### config.mk
export PLATFORM = sky130hd
export DESIGN_NAME = mips_core
export DESIGN_NICKNAME = d
export VERILOG_FILES = /design/src/mips_pkg.sv /design/src/mips_core.sv /design/src/memory_stage.sv /design/src/execute_stage.sv /design/src/decode_stage.sv /design/src/fetch_stage.sv /design/src/register_file.sv
export SDC_FILE = /design/constraint.sdc
export NUM_CORES = 2
export LEC_CHECK = 0
export ABC_AREA = 1
export ABC_CLOCK_PERIOD_IN_PS = 6100
export BUFFER_PORTS_ARGS = -buffer_cell sky130_fd_sc_hd__buf_2
export CAP_MARGIN = 20
export CORE_AREA = 10 10 374 521
export CTS_BUF_LIST = sky130_fd_sc_hd__clkbuf_4
export CTS_CLUSTER_SIZE = 10
export DETAILED_ROUTE_END_ITERATION = 8
export DIE_AREA = 0 0 384 531
export GPL_TIMING_DRIVEN = 0
export PLACE_DENSITY = 0.62
export SYNTH_ARGS = -nofsm -noshare
export SYNTH_HDL_FRONTEND = slang
export SYNTH_SLANG_ARGS = --single-unit
### constraint.sdc
create_clock -name clk -period 6.1 [get_ports clk]
set_input_delay 0.61 -clock clk [delete_from_list [all_inputs] [get_ports clk]]
set_output_delay 0.61 -clock clk [all_outputs]
set_load 0.01 [all_outputs]
### src/mips_pkg.sv
// ============================================================
// Shared definitions for the five-stage MIPS core
// Data widths, opcode and funct constants, ALU codes
// Decoded control and pipeline-register structs
// ============================================================

package mips_pkg;

    typedef logic [31:0] word_t;      // Data word or byte address
    typedef logic [4:0]  reg_addr_t;  // Register index
    typedef logic [2:0]  alu_op_t;    // ALU operation code

    // ========================================================
    // Instruction encodings
    // ========================================================
    localparam logic [5:0] OPC_RTYPE = 6'h00;
    localparam logic [5:0] OPC_ADDI  = 6'h08;
    localparam logic [5:0] OPC_LW    = 6'h23;
    localparam logic [5:0] OPC_SW    = 6'h2b;
    localparam logic [5:0] OPC_BEQ   = 6'h04;
    localparam logic [5:0] OPC_BNE   = 6'h05;

    localparam logic [5:0] FUNCT_ADD = 6'h20;
    localparam logic [5:0] FUNCT_SUB = 6'h22;
    localparam logic [5:0] FUNCT_AND = 6'h24;
    localparam logic [5:0] FUNCT_OR  = 6'h25;
    localparam logic [5:0] FUNCT_SLT = 6'h2a;

    // ALU operations
    localparam alu_op_t ALU_ADD = 3'd0;
    localparam alu_op_t ALU_SUB = 3'd1;
    localparam alu_op_t ALU_AND = 3'd2;
    localparam alu_op_t ALU_OR  = 3'd3;
    localparam alu_op_t ALU_SLT = 3'd4;

    // ========================================================
    // Control and pipeline registers
    // ========================================================
    typedef struct packed {
        logic reg_dst;     // Destination is rd, else rt
        logic alu_src;     // Operand B is the immediate
        logic mem_to_reg;  // Writeback takes load data
        logic reg_write;
        logic mem_read;
        logic mem_write;
        logic branch_eq;
        logic branch_ne;
        logic alu_sel;     // 1: op from funct field, 0: plain add
    } ctrl_t;

    typedef struct packed {
        logic       valid;
        ctrl_t      ctrl;
        word_t      pc_plus_4;
        word_t      rs_data;
        word_t      rt_data;
        word_t      imm;        // Sign-extended immediate
        reg_addr_t  rs;
        reg_addr_t  rt;
        reg_addr_t  rd;
        logic [5:0] funct;
    } id_ex_t;

    typedef struct packed {
        logic      valid;
        logic      mem_to_reg;
        logic      reg_write;
        logic      mem_read;
        logic      mem_write;
        word_t     alu_result;  // Also the bus address
        word_t     store_data;
        reg_addr_t dest;
    } ex_mem_t;

    typedef struct packed {
        logic      valid;
        logic      mem_to_reg;
        logic      reg_write;
        word_t     alu_result;
        word_t     load_data;
        reg_addr_t dest;
    } mem_wb_t;

endpackage
### src/mips_core.sv
// ============================================================
// Five-stage in-order MIPS core, top level
// Stage wiring, writeback select and retirement port
// ============================================================

module mips_core import mips_pkg::*; #(
    parameter word_t RESET_PC = 32'h0000_0000
) (
    input  logic      clk,
    input  logic      rst_n,
    // Instruction port, read in the same cycle
    output word_t     imem_addr,
    input  word_t     imem_data,
    // Wishbone classic data master
    output logic      wb_cyc,
    output logic      wb_stb,
    output logic      wb_we,
    output word_t     wb_adr,
    output word_t     wb_dat_w,
    input  word_t     wb_dat_r,
    input  logic      wb_ack,
    // Retirement port
    output logic      rf_we,
    output reg_addr_t rf_waddr,
    output word_t     rf_wdata
);

    word_t   if_pc_plus_4;
    word_t   if_instr;
    id_ex_t  id_ex;
    ex_mem_t ex_mem;
    mem_wb_t mem_wb;
    logic    load_use_stall;
    logic    mem_stall;
    logic    branch_taken;
    word_t   branch_target;
    word_t   wb_result;

    // ========================================================
    // Writeback
    // ========================================================
    assign wb_result = mem_wb.mem_to_reg ? mem_wb.load_data : mem_wb.alu_result;
    assign rf_we     = mem_wb.valid && mem_wb.reg_write && !mem_stall  // Once per instruction
                     && (mem_wb.dest != '0);
    assign rf_waddr  = mem_wb.dest;
    assign rf_wdata  = wb_result;

    fetch_stage #(.RESET_PC(RESET_PC)) u_fetch (
        .clk (clk), .rst_n (rst_n),
        .imem_data (imem_data), .load_use_stall (load_use_stall),
        .mem_stall (mem_stall), .branch_taken (branch_taken),
        .branch_target (branch_target), .imem_addr (imem_addr),
        .if_pc_plus_4 (if_pc_plus_4), .if_instr (if_instr)
    );

    decode_stage u_decode (
        .clk (clk), .rst_n (rst_n),
        .if_pc_plus_4 (if_pc_plus_4), .if_instr (if_instr),
        .mem_stall (mem_stall), .branch_taken (branch_taken),
        .wb_we (rf_we), .wb_addr (rf_waddr), .wb_data (wb_result),
        .id_ex (id_ex), .load_use_stall (load_use_stall)
    );

    execute_stage u_execute (
        .clk (clk), .rst_n (rst_n),
        .id_ex (id_ex), .mem_stall (mem_stall),
        .wb_we (rf_we), .wb_addr (rf_waddr), .wb_data (wb_result),
        .ex_mem (ex_mem), .branch_taken (branch_taken), .branch_target (branch_target)
    );

    memory_stage u_memory (
        .clk (clk), .rst_n (rst_n),
        .ex_mem (ex_mem), .wb_dat_r (wb_dat_r), .wb_ack (wb_ack),
        .wb_cyc (wb_cyc), .wb_stb (wb_stb), .wb_we (wb_we),
        .wb_adr (wb_adr), .wb_dat_w (wb_dat_w),
        .mem_wb (mem_wb), .mem_stall (mem_stall)
    );

endmodule

### src/memory_stage.sv
// ============================================================
// Memory access: Wishbone classic master, pipeline freeze
// and the MEM/WB register
// ============================================================

module memory_stage import mips_pkg::*; (
    input  logic    clk,
    input  logic    rst_n,
    input  ex_mem_t ex_mem,
    input  word_t   wb_dat_r,
    input  logic    wb_ack,
    output logic    wb_cyc,
    output logic    wb_stb,
    output logic    wb_we,
    output word_t   wb_adr,
    output word_t   wb_dat_w,
    output mem_wb_t mem_wb,
    output logic    mem_stall
);

    logic  req;     // Load or store sitting in MEM
    logic  done;    // Ack seen, release next cycle
    word_t load_q;  // Read data captured on ack

    assign req = ex_mem.valid && (ex_mem.mem_read || ex_mem.mem_write);

    // Request held stable by the frozen EX/MEM register
    assign wb_cyc    = req && !done;
    assign wb_stb    = wb_cyc;
    assign wb_we     = ex_mem.mem_write;
    assign wb_adr    = ex_mem.alu_result;
    assign wb_dat_w  = ex_mem.store_data;
    assign mem_stall = req && !done;  // High up to and including the ack cycle

    always_ff @(posedge clk or negedge rst_n) begin
        if (!rst_n)
            done <= 1'b0;
        else if (wb_cyc && wb_ack)
            done <= 1'b1;
        else if (!mem_stall)
            done <= 1'b0;  // Pipeline advanced
    end

    always_ff @(posedge clk) begin
        if (wb_cyc && wb_ack)
            load_q <= wb_dat_r;
    end

    // MEM/WB register
    always_ff @(posedge clk or negedge rst_n) begin
        if (!rst_n) begin
            mem_wb <= '0;
        end else if (!mem_stall) begin
            mem_wb <= '{valid: ex_mem.valid, mem_to_reg: ex_mem.mem_to_reg,
                        reg_write: ex_mem.reg_write, alu_result: ex_mem.alu_result,
                        load_data: load_q, dest: ex_mem.dest};
        end
    end

endmodule

### src/execute_stage.sv
// ============================================================
// Execute: operand forwarding, ALU control and ALU,
// branch resolution and the EX/MEM register
// ============================================================

module execute_stage import mips_pkg::*; (
    input  logic      clk,
    input  logic      rst_n,
    input  id_ex_t    id_ex,
    input  logic      mem_stall,
    input  logic      wb_we,          // Write retiring in WB
    input  reg_addr_t wb_addr,
    input  word_t     wb_data,
    output ex_mem_t   ex_mem,
    output logic      branch_taken,
    output word_t     branch_target
);

    word_t     op_a;
    word_t     rt_fwd;    // Forwarded rt, also the store data
    word_t     op_b;
    alu_op_t   alu_op;
    word_t     alu_y;
    logic      zero;
    reg_addr_t dest;
    logic      is_branch;

    // ========================================================
    // Forwarding
    // ========================================================
    // MEM beats WB; loads in MEM are covered by the load-use bubble
    function automatic word_t fwd(input reg_addr_t src, input word_t rf_val);
        if (src == '0)
            return rf_val;
        else if (ex_mem.valid && ex_mem.reg_write && !ex_mem.mem_to_reg && ex_mem.dest == src)
            return ex_mem.alu_result;
        else if (wb_we && wb_addr == src)
            return wb_data;
        else
            return rf_val;
    endfunction

    always_comb begin
        op_a   = fwd(id_ex.rs, id_ex.rs_data);
        rt_fwd = fwd(id_ex.rt, id_ex.rt_data);
        op_b   = id_ex.ctrl.alu_src ? id_ex.imm : rt_fwd;
    end

    // ========================================================
    // ALU control and ALU
    // ========================================================
    assign is_branch = id_ex.ctrl.branch_eq || id_ex.ctrl.branch_ne;

    always_comb begin
        alu_op = ALU_ADD;                // Address and addi default
        if (is_branch) begin
            alu_op = ALU_SUB;            // Zero flag gives equality
        end else if (id_ex.ctrl.alu_sel) begin
            case (id_ex.funct)
                FUNCT_SUB: alu_op = ALU_SUB;
                FUNCT_AND: alu_op = ALU_AND;
                FUNCT_OR:  alu_op = ALU_OR;
                FUNCT_SLT: alu_op = ALU_SLT;
                default:   alu_op = ALU_ADD;
            endcase
        end
    end

    always_comb begin
        case (alu_op)
            ALU_SUB: alu_y = op_a - op_b;
            ALU_AND: alu_y = op_a & op_b;
            ALU_OR:  alu_y = op_a | op_b;
            ALU_SLT: alu_y = {31'd0, $signed(op_a) < $signed(op_b)};
            default: alu_y = op_a + op_b;
        endcase
    end

    assign zero = (alu_y == '0);
    assign dest = id_ex.ctrl.reg_dst ? id_ex.rd : id_ex.rt;

    // Branch resolves here, fetch redirects on the next edge
    assign branch_taken  = id_ex.valid && ((id_ex.ctrl.branch_eq && zero)
                                       || (id_ex.ctrl.branch_ne && !zero));
    assign branch_target = id_ex.pc_plus_4 + {id_ex.imm[29:0], 2'b00};

    // ========================================================
    // EX/MEM register
    // ========================================================
    always_ff @(posedge clk or negedge rst_n) begin
        if (!rst_n) begin
            ex_mem <= '0;
        end else if (!mem_stall) begin
            ex_mem.valid      <= id_ex.valid;
            ex_mem.mem_to_reg <= id_ex.ctrl.mem_to_reg;
            ex_mem.reg_write  <= id_ex.ctrl.reg_write;
            ex_mem.mem_read   <= id_ex.ctrl.mem_read;
            ex_mem.mem_write  <= id_ex.ctrl.mem_write;
            ex_mem.alu_result <= alu_y;
            ex_mem.store_data <= rt_fwd;
            ex_mem.dest       <= dest;
        end
    end

endmodule

### src/decode_stage.sv
// ============================================================
// Instruction decode: field split, control decode,
// sign extension, load-use detection, ID/EX register
// ============================================================

module decode_stage import mips_pkg::*; (
    input  logic      clk,
    input  logic      rst_n,
    input  word_t     if_pc_plus_4,
    input  word_t     if_instr,
    input  logic      mem_stall,
    input  logic      branch_taken,
    input  logic      wb_we,       // Register write from WB
    input  reg_addr_t wb_addr,
    input  word_t     wb_data,
    output id_ex_t    id_ex,
    output logic      load_use_stall
);

    logic [5:0] opcode;
    logic [5:0] funct;
    reg_addr_t  rs;
    reg_addr_t  rt;
    reg_addr_t  rd;
    word_t      imm;
    word_t      rs_data;
    word_t      rt_data;
    ctrl_t      ctrl;
    logic       legal;    // Known instruction
    logic       uses_rt;  // rt is a source operand

    // Field split
    assign opcode = if_instr[31:26];
    assign rs     = if_instr[25:21];
    assign rt     = if_instr[20:16];
    assign rd     = if_instr[15:11];
    assign funct  = if_instr[5:0];
    assign imm    = {{16{if_instr[15]}}, if_instr[15:0]};

    register_file u_register_file (
        .clk     (clk),
        .rst_n   (rst_n),
        .rs      (rs),
        .rt      (rt),
        .we      (wb_we),
        .waddr   (wb_addr),
        .wdata   (wb_data),
        .rs_data (rs_data),
        .rt_data (rt_data)
    );

    // ========================================================
    // Control decode
    // ========================================================
    always_comb begin
        ctrl  = '0;
        legal = 1'b1;
        case (opcode)
            OPC_RTYPE: begin
                if (funct inside {FUNCT_ADD, FUNCT_SUB, FUNCT_AND, FUNCT_OR, FUNCT_SLT}) begin
                    ctrl.reg_dst   = 1'b1;
                    ctrl.reg_write = 1'b1;
                    ctrl.alu_sel   = 1'b1;
                end else begin
                    legal = 1'b0;  // Also the all-zero no-op
                end
            end
            OPC_ADDI: begin
                ctrl.alu_src   = 1'b1;
                ctrl.reg_write = 1'b1;
            end
            OPC_LW: begin
                ctrl.alu_src    = 1'b1;
                ctrl.mem_to_reg = 1'b1;
                ctrl.reg_write  = 1'b1;
                ctrl.mem_read   = 1'b1;
            end
            OPC_SW: begin
                ctrl.alu_src   = 1'b1;
                ctrl.mem_write = 1'b1;
            end
            OPC_BEQ: ctrl.branch_eq = 1'b1;  // Compare by subtract in EX
            OPC_BNE: ctrl.branch_ne = 1'b1;
            default: legal = 1'b0;
        endcase
    end

    // R-type, branches and stores read rt, addi and lw only write it
    assign uses_rt = !ctrl.alu_src || ctrl.mem_write;

    // Load in EX whose rt feeds the instruction in ID
    assign load_use_stall = legal && id_ex.valid && id_ex.ctrl.mem_read && (id_ex.rt != '0)
                          && ((id_ex.rt == rs) || (uses_rt && id_ex.rt == rt));

    // ========================================================
    // ID/EX register
    // ========================================================
    always_ff @(posedge clk or negedge rst_n) begin
        if (!rst_n) begin
            id_ex <= '0;
        end else if (!mem_stall) begin
            if (load_use_stall || branch_taken) begin
                id_ex <= '0;  // Bubble
            end else begin
                id_ex <= '{valid: legal, ctrl: ctrl, pc_plus_4: if_pc_plus_4,
                           rs_data: rs_data, rt_data: rt_data, imm: imm,
                           rs: rs, rt: rt, rd: rd, funct: funct};
            end
        end
    end

endmodule

### src/fetch_stage.sv
// ============================================================
// Instruction fetch: program counter, next-PC select
// and the IF/ID register
// ============================================================

module fetch_stage import mips_pkg::*; #(
    parameter word_t RESET_PC = 32'h0000_0000
) (
    input  logic  clk,
    input  logic  rst_n,
    input  word_t imem_data,       // Combinational ROM read
    input  logic  load_use_stall,
    input  logic  mem_stall,
    input  logic  branch_taken,
    input  word_t branch_target,
    output word_t imem_addr,
    output word_t if_pc_plus_4,
    output word_t if_instr
);

    word_t pc;
    word_t pc_plus_4;

    assign imem_addr = pc;
    assign pc_plus_4 = pc + 32'd4;

    // Bus freeze wins, then redirect, then load-use hold
    always_ff @(posedge clk or negedge rst_n) begin
        if (!rst_n) begin
            pc           <= RESET_PC;
            if_pc_plus_4 <= '0;
            if_instr     <= '0;             // All-zero word decodes as no-op
        end else if (mem_stall) begin
            // Everything holds
        end else if (branch_taken) begin
            pc           <= branch_target;  // Redirect on this edge
            if_pc_plus_4 <= '0;
            if_instr     <= '0;             // Squash the fetched instruction
        end else if (!load_use_stall) begin
            pc           <= pc_plus_4;
            if_pc_plus_4 <= pc_plus_4;
            if_instr     <= imem_data;
        end
    end

endmodule

### src/register_file.sv
// ============================================================
// 32 x 32 register file, two read ports, one write port
// Writes bypass to the read ports in the same cycle
// ============================================================

module register_file import mips_pkg::*; (
    input  logic      clk,
    input  logic      rst_n,
    input  reg_addr_t rs,
    input  reg_addr_t rt,
    input  logic      we,
    input  reg_addr_t waddr,
    input  word_t     wdata,
    output word_t     rs_data,
    output word_t     rt_data
);

    word_t regs [32];
    logic  wr_live;  // A real write this cycle

    assign wr_live = we && (waddr != '0);

    always_ff @(posedge clk or negedge rst_n) begin
        if (!rst_n) begin
            for (int i = 0; i < 32; i++) begin
                regs[i] <= '0;
            end
        end else if (wr_live) begin
            regs[waddr] <= wdata;  // Register 0 never written
        end
    end

    // Write-before-read so ID sees the value WB is retiring
    assign rs_data = (wr_live && waddr == rs) ? wdata : regs[rs];
    assign rt_data = (wr_live && waddr == rt) ? wdata : regs[rt];

endmodule

==> reports/metrics.yaml, run 1 <==
floorplanning:
  initial_core_util_pct: 44.72
  ios: 204
  die_y_um: 531
  row_count: 187
  die_x_um: 384
yosys:
  syn_area_mm2: 0.08276
  yosysSeqAreaShare_pct: 43.37
  synthCells: 11490
  synth_nets: 11690
  synthFlopType: "dfrtp_1"
  synth_cell_types: 51
  syn_area_per_cell_um2: 7.203
  synth-seq-cells: 1428
  ys_warn_count: 0
  synth_edf_count: 32
  synthArstFlopShare_pct: 97.76
placed_design:
  gp_congestion: 1.260
  place_inst: 14350
  post-dp-hpwl_um: 452500
  port_buffers: 203
  preCtsSetupSlack_ns: -2.859
outcome:
  haltStage: "5_1_grt"
  tool.error: "[ERROR GRT-0232] Routing congestion too high. Check the congestion heatmap in the GUI."
  status: "did not finish"
clock_tree:
  cts-buffers-inserted: 378
  htreeDepth: 5
  clk_path_buf_depth: 4
  cts-root-buf: "clkbuf_4"
  numClockSinks: 1428
grt:
  grt_use_total_pct: 61.54
  overflow: 8
  grt_max_degree: 171
timing:
  worst_endpoint_kind: "sequential cell input"
  worst_endpoint: "u_fetch.if_pc_plus_4[15]$_DFFE_PN0P_/D"
==> metrics by stage <==
stage | cell area, um^2 | hold slack, ns | utilization (%)
after floorplan | 82760 | 0.3144 | -
after detailed placement | 90160 | 0.4474 | 48.71
after CTS | 96680 | 0.01469 | 52.24
after global placement | 86850 | 0.4575 | 46.93
==> cell families after synthesis <==
kind of cell             after synthesis  synth area share [%]
flip-flops                          1428                 43.37
AO/OA/AOI/OAI                       3764                 23.48
buffers and inverters               2135                 10.17
adder cells (fa/ha/maj)              129                 1.977
multiplexers                           1               0.01210
XOR/XNOR                              71                0.7514
AND/OR/NAND/NOR                     3961                 20.24
==> per-layer routing <==
| metal | track usage [%] | GRT overflow |
|---|---|---|
| met1 | 61.41 | 0 |
| met2 | 81.16 | 4 |
| met3 | 42.55 | 0 |
| met4 | 60.40 | 4 |
| met5 | 15.42 | 0 |
==> Yosys cell counts, drive strengths merged, types with 2 or more instances <==
| cell | count | area share (%) |
|---|---|---|
| a221oi | 2 | 0.021 |
| o21bai | 5 | 0.045 |
| a31oi | 7 | 0.053 |
| o211ai | 136 | 1.2 |
| buf | 253 | 1.6 |
| nand3 | 1231 | 7.5 |
| a211oi | 21 | 0.19 |
| nand3b | 3 | 0.027 |
| o21ai | 2215 | 13 |
| clkbuf | 786 | 3.6 |
| o21a | 35 | 0.32 |
| inv | 1085 | 4.9 |
| nor2 | 545 | 2.5 |
| or2 | 8 | 0.060 |
| and3 | 2 | 0.015 |
| a21oi | 1294 | 7.8 |
| nor4 | 11 | 0.083 |
| edfxtp | 32 | 1.2 |
| fa | 3 | 0.073 |
| xnor2 | 20 | 0.21 |
| a21boi | 4 | 0.036 |
| a21o | 2 | 0.018 |
| o22ai | 39 | 0.29 |
| xor2 | 51 | 0.54 |
| o2111ai | 2 | 0.021 |
| ha | 126 | 1.9 |
| dfrtp | 1396 | 42 |
| nand2 | 2055 | 9.3 |
| and2 | 4 | 0.030 |
| clkinv | 11 | 0.050 |
| nor3 | 38 | 0.25 |
| nand4 | 62 | 0.47 |
==> timing repair <==
action | CTS
endpoints found under the setup margin | 245
setup buffers | 24
pin swaps | 29
hold buffers | 90
resized for setup | 259
hold endpoints to repair | 505
==> run 2: changes to the inputs <==
Settings changed: CORE_AREA 10 10 374 521 to 10 10 537 539, CTS_BUF_LIST sky130_fd_sc_hd__clkbuf_4 to not set, CTS_CLUSTER_SIZE 10 to not set, DIE_AREA 0 0 384 531 to 0 0 547 549, PLACE_DENSITY 0.62 to not set, PLACE_DENSITY_LB_ADDON set to 0.15.
==> run 2 against run 1 <==
Net effect: the run now ends clean; synthesized area unchanged; synthesized cell count unchanged.
==> reports/metrics.yaml, run 2 <==
outcome:
  status: "finished, final reports clean"
grt:
  antenna_found_initial: 104
  grt_max_degree: 153
  grt_use_total_pct: 41.99
  grt_pass1_vias: 89340
  overflow: 0
  grt_pass1_wl_um: 853700
yosys:
  synthArstFlopShare_pct: 97.76  # unchanged
  synth.cells.most_frequent: "o21ai_0, nand2_1, dfrtp_1"
  synth_area_leaders: "dfrtp_1, o21ai_0, nand2_1, a21oi_1, nand3_1"
  synth_edf_count: 32  # unchanged
  synth-seq-cells: 1428  # unchanged
  yosysSeqAreaShare_pct: 43.37  # unchanged
  synthFlopType: "dfrtp_1"
  ys_warn_count: 0  # unchanged
  yosys.area.top_type: "dfrtp_1"
  synth_nets: 11690  # unchanged
  synth_cell_types: 51  # unchanged
  synthMostInstantiatedCell: "o21ai_0"
  syn_area_per_cell_um2: 7.203  # unchanged
  syn_area_mm2: 0.08276  # unchanged
  synth_top_area_share_pct: 42.21  # unchanged
  synthCells: 11490  # unchanged
worst_setup_path:
  r2r_end: "u_fetch.if_instr[24]$_DFFE_PN0P_"
  required_ns: 6.90
  crit_path_end: "u_fetch.if_instr[24]$_DFFE_PN0P_"
  cp_common_cell: "nand2_1"
  worst-r2r-setup-slack_ns: 0.16
  cp_max_fo: 10
  start_kind: "flop"
  arrival_ns: 6.74
  cpPeakStageDelay_ns: 0.93
  worstSetupEndpointType: "flop"
  startpoint: "u_decode.id_ex[156]$_DFFE_PN0N_"
  r2r_cells: 28
  critical_path_class: "reg2reg"
  path_buf_inv: 7
  cp.depth: 28
  cpMaxStageDelayCell: "dfrtp_1"
  worstReg2RegStart: "u_decode.id_ex[156]$_DFFE_PN0N_"
  cp_top_family: "simple AND/OR/NAND/NOR gates"
clock_tree:
  htreeDepth: 4  # -1
  cts_tree: "yes"
  clock_latency_ns: 0.94
  clkTransAtPathRegs_ns: 0.06
  cts-buffers-inserted: 189  # -50%
  clk_path_buf_depth: 4  # unchanged
  numClockSinks: 1428  # unchanged
  cts-root-buf: "clkbuf_16"
timing:
  min_period_over_period_pct: 97.40
  finalHoldViolCount: 0
  max_freq_ghz: 0.1683
  drv_slew: 0
  period_minus_slack_ns: 5.941
  maxSlewHeadroom_pct: 5.795
  setup_viol: 0
  finClkSkew_ns: 0.08404
  setup_tns_ns: 0
  tightest_slew_ns: 1.413
layout:
  instances_no_fill: 16240
  n_fill_cell: 29690
  mostFrequentLayoutCells: "o21ai_0, nand2_1, dfrtp_1, a21oi_1, nand3_1"
  top_register: "u_decode.u_register_file.regs"
  syn_to_final_growth_pct: 23.70
  fin_nets: 12470
  reg.largest.list: "u_decode.u_register_file.regs (1024), u_decode.id_ex (130), u_execute.ex_mem (73)"
  final_common_cell: "o21ai_0"
  drive_above_1_share_pct: 12.02
  multi_input_area_mm2: 0.04014
  largest_reg_flops: 1024
  seqCellArea_mm2: 0.03591
power_and_ir_drop:
  powerDensity_mw_per_mm2: 315.0
  peakVddDrop_mv: 0.2695
  p_leak_uw: 0.04521
placed_design:
  port_buffers: 203  # unchanged
  post-dp-hpwl_um: 513600  # +13%
  gp_congestion: 1.122  # -11%
  place_inst: 15640  # +9.0%
min_path:
  min-delay-path-class: "in2async"
routing:
  wl_met2_um: 254100
  drt_iter0_drc: 15400
  via_count: 98410
  wl_met3_um: 81790
  viasPerCell: 6.060
  ant_nets: 0
  wl_met1_um: 270400
  first_pass_iters: 7
  wl_um: 662400
  drc: 0
  wl_per_cell_um: 40.80
  top_layer_used: "met5"
floorplanning:
  die-area_mm2: 0.3003
  core_mm2: 0.2779
  die_x_um: 547  # +42%
  ios: 204  # unchanged
  die_y_um: 549  # +3.4%
  row_count: 194  # +3.7%
  initial_core_util_pct: 29.78  # -15 points
job:
  drv_cap: 0
[run 2: final cells by class]
type | count | share of cell area (%)
tap | 3724 | 4.551
multi-input combinational | 7926 | 39.21
buffer | 1032 | 4.588
inverter | 1096 | 4.038
sequential | 1428 | 35.07
clock buffer | 264 | 5.248
antenna | 88 | 0.2151
clock inverter | 81 | 0.9838
timing repair buffer | 599 | 6.092
[run 2: what timing repair did]
item,4_1_cts,5_1_grt
pin swaps,38,36
setup buffers,40,32
endpoints found under the hold margin,161,0
resized for setup,323,272
setup endpoints to repair,254,226
hold buffers,66,0
cloned,1,1
[run 2: how the worst min path moves through the flow]
stage	startpoint	end	slack [ns]	depth (start not counted)
finish	rst_n	u_decode.u_register_file.regs[792]$_DFFE_PN0P_	0.26	2
global route	rst_n	u_decode.u_register_file.regs[859]$_DFFE_PN0P_	0.33	2
CTS	rst_n	u_decode.u_register_file.regs[792]$_DFFE_PN0P_	0.30	2
detailed placement	u_memory.load_q[22]$_DFFE_PP_	u_memory.mem_wb[27]$_DFFE_PN0N_	0.45	2
global placement	u_memory.load_q[6]$_DFFE_PP_	u_memory.mem_wb[11]$_DFFE_PN0N_	0.45	2
floorplan	rst_n	u_decode.id_ex[0]$_DFFE_PN0N_	0.31	0
[run 2: metrics by stage]
stage / worst slack [ns] / cell area [um^2] / hold slack (ns) / utilization (%) / total power [uW]
global placement: -29.29 / 88440 / 0.4477 / 31.82 / 18910
detailed placement: -3.545 / 92250 / 0.4460 / 33.19 / 19410
finish: 0.1586 / 102400 / 0.2623 / 36.84 / 32240
CTS: 0.004540 / 100700 / 0.2989 / 36.22 / 31550
global route: -0.02480 / 102200 / 0.3277 / 36.77 / 32680
floorplan: 1.433 / 82760 / 0.3144 / - / 13670
[run 2: logic make-up after synthesis]
family	Yosys count	synth area share (%)
compound gates	3764	23.48
xor+xnor	71	0.7514
fa+ha+maj	129	1.977
buf+inv	2135	10.17
flops	1428	43.37
mux	1	0.01210
simple gates	3961	20.24
[run 2: report_power, final]
part,switching [uW],internal [uW]
combinational,7670,2260
sequential,442,9890
clock,5060,6930
total,13200,19100
[run 2: per-layer routing]
layer | up-vias | track usage, %
li1 | 40000 | -
met1 | 49480 | 55.31
met2 | 7084 | 56.03
met3 | 1805 | 16.08
met4 | 38 | 28.60
met5 | - | 0.6646
[run 2: worst register-to-register path, delay by kind of cell, from the launching register on]
kind / cells / cell delay [ns]
compound gates: 2 / 0.30
simple gates: 18 / 2.85
flops: 1 / 0.93
buf+inv: 7 / 1.46
fa+ha+maj: 1 / 0.28
No activity file was read; power rests on OpenSTA's default activity.
